## src/design/frontend_defs.svh

```systemverilog
`ifndef FRONTEND_DEFS_SVH
`define FRONTEND_DEFS_SVH

// ************************************************************
// fetch front end configuration
// ************************************************************

// rows in the branch target buffer, power of two
`define BTB_ROWS 32

// first fetch address out of reset
`define RESET_PC 32'h0000_1000

// global 2-bit counter starts weakly not taken
`define CNTR_INIT 2'b01

`endif

```

## src/design/frontend_pkg.sv

```systemverilog
package frontend_pkg;

    // ************************************************************
    // address and instruction types
    // ************************************************************

    // byte address
    typedef logic [31:0] t_paddr;

    // only the control transfer opcodes are named
    typedef enum logic [6:0] {
        OP_BRANCH = 7'b1100011,
        OP_JAL    = 7'b1101111,
        OP_JALR   = 7'b1100111
    } t_opcode;

    // r-type field layout, opcode sits in bits 6:0
    typedef struct packed {
        logic [6:0] funct7;
        logic [4:0] rs2;
        logic [4:0] rs1;
        logic [2:0] funct3;
        logic [4:0] rd;
        t_opcode    opcode;
    } t_rv_instr;

    // ************************************************************
    // opcode helpers
    // ************************************************************

    // true for branch, jal and jalr
    function automatic logic opcode_is_control(input t_opcode op);
        logic is_ctrl;
        case (op)
            OP_BRANCH,
            OP_JAL,
            OP_JALR: begin
                is_ctrl = 1'b1;
            end
            default: begin
                is_ctrl = 1'b0;
            end
        endcase
        return is_ctrl;
    endfunction

endpackage

```

## src/design/bpu.sv

```systemverilog
`timescale 1ns/100ps

`include "frontend_defs.svh"

module bpu #(
    parameter int BTB_ROWS = `BTB_ROWS
) (
    input  logic                    clk,
    input  logic                    reset,

    // fetch register load from the master
    input  logic                    capture,
    input  frontend_pkg::t_paddr    cap_pc,
    input  frontend_pkg::t_rv_instr cap_instr,

    // resolved branches from execute
    input  logic                    train_valid,
    input  logic                    train_taken,
    input  frontend_pkg::t_paddr    train_pc,
    input  frontend_pkg::t_paddr    train_target,

    output logic                    pred_taken,
    output frontend_pkg::t_paddr    pred_target
);

    import frontend_pkg::*;

    logic       btb_hit;
    t_paddr     btb_target;
    logic       is_ctrl;
    logic [1:0] cntr;
    logic       cntr_inc;
    logic       cntr_dec;

    // only taken branches allocate
    btb #(
        .BTB_ROWS  (BTB_ROWS)
    ) i_btb (
        .clk       (clk),
        .reset     (reset),
        .lookup_pc (cap_pc),
        .hit       (btb_hit),
        .target    (btb_target),
        .wr_en     (train_valid && train_taken),
        .wr_pc     (train_pc),
        .wr_target (train_target)
    );

    // ************************************************************
    // global 2-bit counter
    // ************************************************************

    assign cntr_inc = train_valid && train_taken;
    assign cntr_dec = train_valid && !train_taken;

    always_ff @(posedge clk) begin
        if (reset) begin
            cntr <= `CNTR_INIT;
        end else if (cntr_inc && (cntr != 2'b11)) begin
            cntr <= cntr + 2'b01;
        end else if (cntr_dec && (cntr != 2'b00)) begin
            cntr <= cntr - 2'b01;
        end
    end

    assign is_ctrl = opcode_is_control(cap_instr.opcode);

    // meaningful only while capture is high
    assign pred_taken  = capture && cntr[1] && btb_hit && is_ctrl;
    assign pred_target = btb_target;

    // only word aligned branches and targets enter the buffer
    a_train_aligned: assert property (@(posedge clk) disable iff (reset)
        train_valid && train_taken |-> train_pc[1:0] == 2'b00 && train_target[1:0] == 2'b00);

endmodule

```

## src/design/btb.sv

```systemverilog
`timescale 1ns/100ps

`include "frontend_defs.svh"

module btb #(
    parameter int BTB_ROWS = `BTB_ROWS
) (
    input  logic                 clk,
    input  logic                 reset,

    // lookup side
    input  frontend_pkg::t_paddr lookup_pc,
    output logic                 hit,
    output frontend_pkg::t_paddr target,

    // training side
    input  logic                 wr_en,
    input  frontend_pkg::t_paddr wr_pc,
    input  frontend_pkg::t_paddr wr_target
);

    import frontend_pkg::*;

    localparam int IDX_W = $clog2(BTB_ROWS);

    logic   row_valid  [BTB_ROWS];
    t_paddr row_tag    [BTB_ROWS];
    t_paddr row_target [BTB_ROWS];

    logic [IDX_W-1:0] lookup_idx;
    logic [IDX_W-1:0] wr_idx;

    // word index, bits 1:0 are always zero
    assign lookup_idx = lookup_pc[2 +: IDX_W];
    assign wr_idx     = wr_pc[2 +: IDX_W];

    // ************************************************************
    // storage
    // ************************************************************

    always_ff @(posedge clk) begin
        if (reset) begin
            for (int i = 0; i < BTB_ROWS; i++) begin
                row_valid[i] <= 1'b0;
            end
        end else if (wr_en) begin
            row_valid[wr_idx] <= 1'b1;
        end
    end

    always_ff @(posedge clk) begin
        if (wr_en) begin
            row_tag[wr_idx]    <= wr_pc;
            row_target[wr_idx] <= wr_target;
        end
    end

    // ************************************************************
    // lookup
    // ************************************************************

    // full address tag, so aliasing rows never hit
    assign hit    = row_valid[lookup_idx] && (row_tag[lookup_idx] == lookup_pc);
    assign target = row_target[lookup_idx];

endmodule

```

## src/design/fetch_wb_master.sv

```systemverilog
`timescale 1ns/100ps

module fetch_wb_master (
    input  logic                    clk,
    input  logic                    reset,

    input  frontend_pkg::t_paddr    fetch_pc_req,

    // wishbone classic, read only
    output logic                    wb_cyc,
    output logic                    wb_stb,
    output frontend_pkg::t_paddr    wb_adr,
    input  logic                    wb_ack,
    input  frontend_pkg::t_rv_instr wb_rdata,

    input  logic                    redirect_valid,

    // predictor lookup on fetch register load
    output logic                    capture,
    output frontend_pkg::t_paddr    cap_pc,
    output frontend_pkg::t_rv_instr cap_instr,
    input  logic                    bpu_taken,
    input  frontend_pkg::t_paddr    bpu_target,

    // decode port
    output logic                    fetch_valid,
    output frontend_pkg::t_paddr    fetch_pc,
    output frontend_pkg::t_rv_instr fetch_instr,
    output logic                    pred_taken,
    output frontend_pkg::t_paddr    pred_target,
    input  logic                    decode_ready
);

    import frontend_pkg::*;

    logic   busy;
    logic   discard;
    logic   start;
    logic   accept;
    logic   done;
    t_paddr adr_q;

    assign accept = fetch_valid && decode_ready;
    assign done   = busy && wb_ack;

    // no read in a redirect cycle, pc_gen only has the new pc next cycle
    assign start = !busy && (!fetch_valid || decode_ready) && !redirect_valid;

    // ************************************************************
    // bus cycle
    // ************************************************************

    always_ff @(posedge clk) begin
        if (reset) begin
            busy    <= 1'b0;
            discard <= 1'b0;
        end else begin
            if (done) begin
                busy <= 1'b0;
            end else if (start) begin
                busy <= 1'b1;
            end
            // a redirect during a read kills its data when it returns
            if (done) begin
                discard <= 1'b0;
            end else if (busy && redirect_valid) begin
                discard <= 1'b1;
            end
        end
    end

    always_ff @(posedge clk) begin
        if (start) begin
            adr_q <= fetch_pc_req;
        end
    end

    assign wb_cyc = busy;
    assign wb_stb = busy;
    assign wb_adr = adr_q;

    // ************************************************************
    // fetch register
    // ************************************************************

    assign capture   = done && !discard && !redirect_valid;
    assign cap_pc    = adr_q;
    assign cap_instr = wb_rdata;

    always_ff @(posedge clk) begin
        if (reset) begin
            fetch_valid <= 1'b0;
        end else if (redirect_valid) begin
            fetch_valid <= 1'b0;
        end else if (capture) begin
            fetch_valid <= 1'b1;
        end else if (accept) begin
            fetch_valid <= 1'b0;
        end
    end

    always_ff @(posedge clk) begin
        if (capture) begin
            fetch_pc    <= adr_q;
            fetch_instr <= wb_rdata;
            pred_taken  <= bpu_taken;
            pred_target <= bpu_target;
        end
    end

    // an ack outside a read would be lost
    a_ack_in_cycle: assert property (@(posedge clk) disable iff (reset)
        wb_ack |-> wb_cyc && wb_stb);

    a_adr_stable: assert property (@(posedge clk) disable iff (reset)
        wb_stb && !wb_ack |=> $stable(wb_adr));

    // one read in flight and one instruction held, never more
    a_no_overrun: assert property (@(posedge clk) disable iff (reset)
        capture |-> !fetch_valid || decode_ready);

endmodule

```

## src/design/frontend_top.sv

```systemverilog
`timescale 1ns/100ps

module frontend_top (
    input  logic                    clk,
    input  logic                    reset,

    // wishbone classic master port
    output logic                    wb_cyc,
    output logic                    wb_stb,
    output frontend_pkg::t_paddr    wb_adr,
    input  logic                    wb_ack,
    input  frontend_pkg::t_rv_instr wb_rdata,

    // training from execute
    input  logic                    train_valid,
    input  logic                    train_taken,
    input  frontend_pkg::t_paddr    train_pc,
    input  frontend_pkg::t_paddr    train_target,

    // redirect from execute
    input  logic                    redirect_valid,
    input  frontend_pkg::t_paddr    redirect_pc,

    // decode port
    output logic                    fetch_valid,
    output frontend_pkg::t_paddr    fetch_pc,
    output frontend_pkg::t_rv_instr fetch_instr,
    output logic                    pred_taken,
    output frontend_pkg::t_paddr    pred_target,
    input  logic                    decode_ready
);

    import frontend_pkg::*;

    t_paddr    fetch_pc_req;
    logic      capture;
    t_paddr    cap_pc;
    t_rv_instr cap_instr;
    logic      bpu_taken;
    t_paddr    bpu_target;

    pc_gen i_pc_gen (
        .clk             (clk),
        .reset           (reset),
        .capture         (capture),
        .cap_pred_taken  (bpu_taken),
        .cap_pc          (cap_pc),
        .cap_pred_target (bpu_target),
        .redirect_valid  (redirect_valid),
        .redirect_pc     (redirect_pc),
        .fetch_pc_req    (fetch_pc_req)
    );

    fetch_wb_master i_fetch (
        .clk            (clk),
        .reset          (reset),
        .fetch_pc_req   (fetch_pc_req),
        .wb_cyc         (wb_cyc),
        .wb_stb         (wb_stb),
        .wb_adr         (wb_adr),
        .wb_ack         (wb_ack),
        .wb_rdata       (wb_rdata),
        .redirect_valid (redirect_valid),
        .capture        (capture),
        .cap_pc         (cap_pc),
        .cap_instr      (cap_instr),
        .bpu_taken      (bpu_taken),
        .bpu_target     (bpu_target),
        .fetch_valid    (fetch_valid),
        .fetch_pc       (fetch_pc),
        .fetch_instr    (fetch_instr),
        .pred_taken     (pred_taken),
        .pred_target    (pred_target),
        .decode_ready   (decode_ready)
    );

    // prediction is looked up combinationally in the capture cycle
    bpu i_bpu (
        .clk          (clk),
        .reset        (reset),
        .capture      (capture),
        .cap_pc       (cap_pc),
        .cap_instr    (cap_instr),
        .train_valid  (train_valid),
        .train_taken  (train_taken),
        .train_pc     (train_pc),
        .train_target (train_target),
        .pred_taken   (bpu_taken),
        .pred_target  (bpu_target)
    );

endmodule

```

## src/design/pc_gen.sv

```systemverilog
`timescale 1ns/100ps

`include "frontend_defs.svh"

module pc_gen (
    input  logic                 clk,
    input  logic                 reset,

    // fetch register load and its prediction
    input  logic                 capture,
    input  logic                 cap_pred_taken,
    input  frontend_pkg::t_paddr cap_pc,
    input  frontend_pkg::t_paddr cap_pred_target,

    // execute redirect
    input  logic                 redirect_valid,
    input  frontend_pkg::t_paddr redirect_pc,

    output frontend_pkg::t_paddr fetch_pc_req
);

    import frontend_pkg::*;

    t_paddr pc;
    t_paddr pc_nxt;

    // ************************************************************
    // next address select
    // ************************************************************

    // redirect wins over anything fetch decided
    always_comb begin
        pc_nxt = pc;
        if (redirect_valid) begin
            pc_nxt = redirect_pc;
        end else if (capture) begin
            if (cap_pred_taken) begin
                pc_nxt = cap_pred_target;
            end else begin
                pc_nxt = cap_pc + 32'd4;
            end
        end
    end

    always_ff @(posedge clk) begin
        if (reset) begin
            pc <= `RESET_PC;
        end else begin
            pc <= pc_nxt;
        end
    end

    assign fetch_pc_req = pc;

    // targets from execute and the buffer must stay word aligned
    a_pc_aligned: assert property (@(posedge clk) disable iff (reset)
        fetch_pc_req[1:0] == 2'b00);

endmodule

```

## config.mk

```make
export PLATFORM = sky130hd
export DESIGN_NAME = frontend_top
export DESIGN_NICKNAME = d
export VERILOG_FILES = /design/src/design/frontend_pkg.sv /design/src/design/bpu.sv /design/src/design/btb.sv /design/src/design/fetch_wb_master.sv /design/src/design/frontend_top.sv /design/src/design/pc_gen.sv
export VERILOG_INCLUDE_DIRS = /design/src /design/src/design
export SDC_FILE = /design/constraint.sdc
export NUM_CORES = 2
export LEC_CHECK = 0
export ABC_AREA = 1
export BUFFER_PORTS_ARGS = -buffer_cell sky130_fd_sc_hd__buf_4
export CORE_ASPECT_RATIO = 0.8
export CORE_MARGIN = 2
export CORE_UTILIZATION = 50
export CTS_BUF_LIST = sky130_fd_sc_hd__clkbuf_8 sky130_fd_sc_hd__clkbuf_16
export CTS_CLUSTER_SIZE = 14
export DETAILED_ROUTE_END_ITERATION = 7
export PLACE_DENSITY = 0.66
export RECOVER_POWER = 50
export SLEW_MARGIN = 20
export SYNTH_ARGS = -nofsm -noshare
export SYNTH_HDL_FRONTEND = slang
export SYNTH_SLANG_ARGS = --single-unit
```

## constraint.sdc

```tcl
create_clock -name clk -period 9.4 [get_ports clk]
set_input_delay 2.35 -clock clk [delete_from_list [all_inputs] [get_ports clk]]
set_output_delay 2.35 -clock clk [all_outputs]
set_load 0.1 [all_outputs]
```

======== Word level (Yosys, flattened, before mapping) ========
Memory sizes are Yosys's and may differ from the RTL's. A register that Yosys moved wholly into a read port is not among the register bits.
Index checks and enable logic that the tools add are counted.
storage, ports and cells
  register bits after elaboration ......... 166
  bits in writable memories ............... 2080
  bits of input ports ..................... 135
  output and inout port bits .............. 132
  word-level logic and storage cells ...... 75
  memories ................................ 3
cells by class
  add/subtract/negate cells ............... 3
  equal/unequal tests ..................... 5
  muxes and demuxes ....................... 20
  reductions and logical operators ........ 29
memory list
  memory                  words  bits a word  read ports  clocked after Yosys merged registers in  write ports  RTL line   text
  i_bpu.i_btb.row_tag     32     32           1           1                                        1            btb.sv:27  t_paddr row_tag [BTB_ROWS];
  i_bpu.i_btb.row_target  32     32           1           1                                        1            btb.sv:28  t_paddr row_target [BTB_ROWS];
  i_bpu.i_btb.row_valid   32     1            1           1                                        32           btb.sv:26  logic row_valid [BTB_ROWS];
operator list
  cell                                                                 count
  32-bit 2-to-1 mux                                                    3
  32-bit by 3-bit adder with 32-bit output (second input constant)     1
  32-bit == test                                                       1
  7-bit == test (second input constant)                                3
  5-bit 2-to-1 mux                                                     4
  1-bit logical AND                                                    15
  1-bit 2-to-1 mux                                                     11
  2-bit nonzero test                                                   4
  1-bit logical NOT                                                    5
  2-bit 2-to-1 mux                                                     2
  2-bit OR reduction                                                   2
  3-bit OR reduction                                                   1
  2-bit by 1-bit adder with 2-bit output (second input constant)       1
  2-bit != test (second input constant)                                1
  2-bit by 1-bit subtractor with 2-bit output (second input constant)  1
  1-bit logical OR                                                     1
  1-bit OR reduction                                                   1

======== Logic depth before layout (Yosys ltp) ========
  word-level depth ........................ 9
  depth in mapped cells ................... 24
  mapped depth without buffers ............ 20

======== By module ========
Synthesis repeated with hierarchy kept, for this count alone.
second synthesis, totals
  cell total of the unflattened synthesis .. 7208
  area total of the unflattened synthesis .. 89736.1 sq um
modules (own cells, without submodules)
  module           times used  cells each  area each (sq um)  sequential area each (sq um)
  btb              1           6560        82625.5            62139.6
  fetch_wb_master  1           215         4504.3             3933.8
  pc_gen           1           408         2461.1             640.6
  bpu              1           25          145.1              40.0

======== Worst setup path before layout ========
Ideal clock, no wire load.
  kind .................................... input to register
  start point ............................. input port train_taken
  end point ............................... memory i_bpu.i_btb.row_tag[24][0] (netlist bit), enable pin
  setup time .............................. 488 ps
  data arrival time ....................... 5471 ps
  required time ........................... 8912 ps
  path slack .............................. 3441 ps
  stages .................................. 4
  buffers on the path ..................... 0
  path through ............................ nand2_1 > inv_1 > nand3_1 > nor2_1
between the ends
  cells in the longest elaborated chain, start to end .. 3
RTL lines
  what                                    RTL line            text
  from (decl)                             frontend_top.sv:16  input logic train_taken,
  1-bit logical AND                       bpu.sv:44           .wr_en (train_valid && train_taken),
  1-bit 2-to-1 mux                        btb.sv:52           if (wr_en) begin
  1-bit 2-to-1 mux (not written as such)  btb.sv:53           row_tag[wr_idx] <= wr_pc;
  to (decl)                               btb.sv:27
Every way passes these cells.

======== Worst setup path after layout ========
  start point ............................. input port redirect_valid
  end point ............................... register i_fetch.pred_target[4], enable pin
between the ends
  cells in the longest elaborated chain, start to end .. 2
RTL lines
  what                  RTL line                text
  from (decl)           frontend_top.sv:21      input logic redirect_valid,
  1-bit logical NOT     fetch_wb_master.sv:86   assign capture = done && !discard && !redirect_valid;
  1-bit logical AND     fetch_wb_master.sv:86
  via capture           frontend_top.sv:36      logic capture;
  to (signal assigned)  fetch_wb_master.sv:107  pred_target <= bpu_target;
  to (decl)             fetch_wb_master.sv:30   output frontend_pkg::t_paddr pred_target,
The timed path passes the listed nets, and every way through them passes these cells.
A chain may end at the register's enable or synchronous reset.

==> impl_results.md <==
* Status: finished with violations
* Failing checks: capacitance limit, slew limit
* CP arrival at 7.58 ns
* Layout cell share with drive strength beyond 1 at 8.84%
* Sw frac at 26.2%
* Placer Congestion at 0.934
* Final setup fails at 0
* Hold crit path type: reg2reg
* Clk pwr share at 38.0%
* Vias in the first global route at 56010
* Post-route ant nets at 0
* DRT iter0 DRCs at 8611
* Biggest area consumer among synthesized cells: edfxtp_1
* Final core occ at 56.5%
* IO Pins at 267
* Chip Height at 382 um
* Nets at 7488
* Via count at 59981
* Postcts setup bufs at 0
* Die Area at 182000 sq um
* Overflow after GRT at 0
* Period utilization at 75.1%
* Clock latency on the worst-skew pair at 0.88 ns
* Synth area leaders: edfxtp_1, nand2_1, nand3_1
* Sequential fraction of the synthesis area at 74.8%
* Ys flop type: edfxtp_1
* Hold_buf cts at 0
* VDD IR max at 0.000178 V
* H-tree Lvls at 4
* Syn Inst Count at 7215
* Post-CTS sizing at 0
* R2r worst-path depth at 17
* RR Endpoint: i_pc_gen.fetch_pc_req[17]$_SDFFE_PP0P_
* Maximum number of pins on one net before global-route repair at 209
* GRT Overall Usage at 28.6%
* Post-synth cell types at 44
* Sequential Power Share at 50.5%
* Power Dens Cells at 222 nW/um^2
* Leak Pwr at 34.2 nW
* Core ar. at 177000 sq um
* Worst min-delay path startpoint: i_pc_gen.fetch_pc_req[27]$_SDFFE_PP0P_
* CP Class: in2reg
* Via/cell ratio at 6.04
* Synthesized flop and latch total at 2251
* Area growth syn-to-layout at 12.1%
* Syn Area/Cell at 12.4 sq um
* CTS Sinks at 2251
* Wire per inst at 26.8 um
* Comb pwr share at 11.5%
* Post-route DRC at 0
* CP required at 9.92 ns
* Crit path time final at 7.06 ns
* Flop2flop setup slack at 2.42 ns
* Most numerous cell in the Yosys netlist: edfxtp_1
* Hold Path Sink: i_fetch.cap_pc[27]$_DFFE_PP_
* Internal power at 0.0164 W
* IO Port Bufs at 266
* Initial Util at 50.4%
* DRT Wirelength at 266000 um
* CP startpoint kind: primary input
* Max frequency at 142 MHz
* DP HPWL at 143000 um
* Critical Path Sink Type: flip-flop
* Max Root-Sink Buffers at 3
* Post-synth EDFFs at 2177
* Yosys warns at 0
* WHS Path Cells at 0
* CP Max Fanout at 55
* Die Wd at 477 um
* Least-Margin Pin Slew at 3.20 ns
* Post-Syn Nets at 7351
* Pins Over Slew Limit at 591
* Commonest cells post-synth: edfxtp_1, nand2_1, nand3_1
* Fraction of registers with async set/reset at 0%
* Max-slew headroom at -114%
* Max-cap viol count at 18
* Row Count at 138
* Clk_skew at 0.0598 ns
* Drt first pass iters at 6
* Mapped Area at 89400 sq um
* Hold Fails Final Rpt at 0
* Net Sw Power at 0.00583 W
* First-pass GRT wire length at 383000 um
* Root buffer cell: clkbuf_16
* TNS Setup at 0 ns
* CTS buffer count at 210
* Worst-path clk slew at 0.07 ns
* RSZ-0062 raised after global routing: no
* Initial antenna violation count at 27
* CTS tree: yes
* Area share of the largest cell type after synthesis at 73.1%
## worst max-delay path by stage
stage / from / end / slack (ns)
6_report: redirect_valid / i_fetch.pred_target[4]$_DFFE_PP_ / 2.34
5_1_grt: flip-flop / i_pc_gen.fetch_pc_req[2]$_SDFFE_PP0P_ / 2.01
4_1_cts: flip-flop / i_pc_gen.fetch_pc_req[17]$_SDFFE_PP0P_ / 4.00
3_5_place_dp: train_pc[3] / i_bpu.i_btb.row_tag[26][10]$_DFFE_PP_ / 3.65
3_3_place_gp: train_taken / i_bpu.i_btb.row_target[24][13]$_DFFE_PP_ / 3.70
2_1_floorplan: train_taken / i_bpu.i_btb.row_tag[24][0]$_DFFE_PP_ / 3.44
## placed cells by master (no fill, tap or decap), types with 12 or more instances in the layout
master | synthesis | final
clkbuf_1 | 227 | 85
clkinv_1 | 1 | 56
edfxtp_1 | 2177 | 2177
nand4_1 | 12 | 12
xor2_1 | 24 | 24
nor2_1 | 782 | 757
nor3_1 | 25 | 24
nor2_4 | 2 | 27
bufinv_16 | 0 | 18
a21oi_1 | 59 | 59
a22o_1 | 13 | 13
o21ai_0 | 645 | 642
nand2_1 | 1400 | 1400
dfxtp_1 | 74 | 70
clkbuf_16 | 0 | 212
buf_4 | 14 | 268
buf_12 | 0 | 14
o22ai_1 | 260 | 260
o21bai_1 | 17 | 17
clkbuf_4 | 0 | 30
nand3_1 | 1046 | 1046
o221ai_1 | 40 | 40
clkinv_2 | 0 | 41
inv_1 | 109 | 148
## power by group through the flow
stage / clock, W / sequential (W) / combinational (W)
finish: 0.00845 / 0.0112 / 0.00255
global placement: 0 / 0.0114 / 0.00250
global route: 0.00890 / 0.0112 / 0.00274
floorplan: 0 / 0.0115 / 0.00141
CTS: 0.00852 / 0.0112 / 0.00253
detailed placement: 0 / 0.0114 / 0.00252
## worst max-delay path: stages
cell	delay, ns
clkbuf_1	0.89
clkinv_1	0.26
nand2_1	0.13
buf_4	0.23
clkinvlp_2	2.41
buf_4	1.25
## area by class of cell
type / count / area [sq um]
Clock buffer: 218 / 5390
Inverter: 115 / 472
Clock inverter: 176 / 1470
Timing Repair Buffer: 397 / 2840
Antenna cell: 10 / 25.0
Tap cell: 2380 / 2980
Fill cell: 14273 / 77100
Multi-Input combinational cell: 4377 / 20200
Sequential cell: 2251 / 66900
## stage by stage
step,hold slack [ns],setup WS (ns),power [W],instance area (sq um),instances
after floorplan,0.409,3.44,0.0129,89400,7215
after global placement,0.415,3.70,0.0139,93700,9519
after detailed placement,0.415,3.65,0.0139,93700,9519
after CTS,0.414,4.00,0.0222,101000,9913
after global routing,0.436,2.01,0.0229,100000,9917
final,0.416,2.34,0.0222,100000,9924
## layer usage
metal  wire [um]  share of wire, %  up-vias  GRT usage [%]
met1      104000                39    29564           39.9
li1            -                 -    26409              -
met3       29300                11      584           6.21
met4       11800               4.4       22           12.1
met2      120000                45     3402           43.7
met5         142             0.053        -              0
## state kept, by name (all words and copies together) (netlist names), named ones only
| name | flops |
|---|---|
| i_fetch.fetch_instr | 32 |
| i_bpu.i_btb.row_tag | 1024 |
| i_pc_gen.fetch_pc_req | 32 |
| i_bpu.i_btb.row_valid | 32 |
| i_fetch.pred_target | 32 |
| i_fetch.pred_taken | 1 |
| i_fetch.fetch_valid | 1 |
| i_fetch.cap_pc | 32 |
| i_fetch.wb_cyc | 1 |
| i_bpu.i_btb.row_target | 1024 |
| i_fetch.discard | 1 |
| i_bpu.cntr | 2 |
| i_fetch.fetch_pc | 32 |
## cells by family (layout without fill, tap and decap cells)
group	after synthesis	in the layout	synth area share, %
buffers and inverters	587	906	2.91
other	0	10	0
AND/OR/NAND/NOR	3296	3296	15.5
XOR/XNOR	25	25	0.245
adder cells (fa/ha/maj)	1	1	0.0140
AO/OA/AOI/OAI	1055	1055	6.60
flip-flops	2251	2251	74.8
Note: power is estimated with default switching activity, not from simulation.
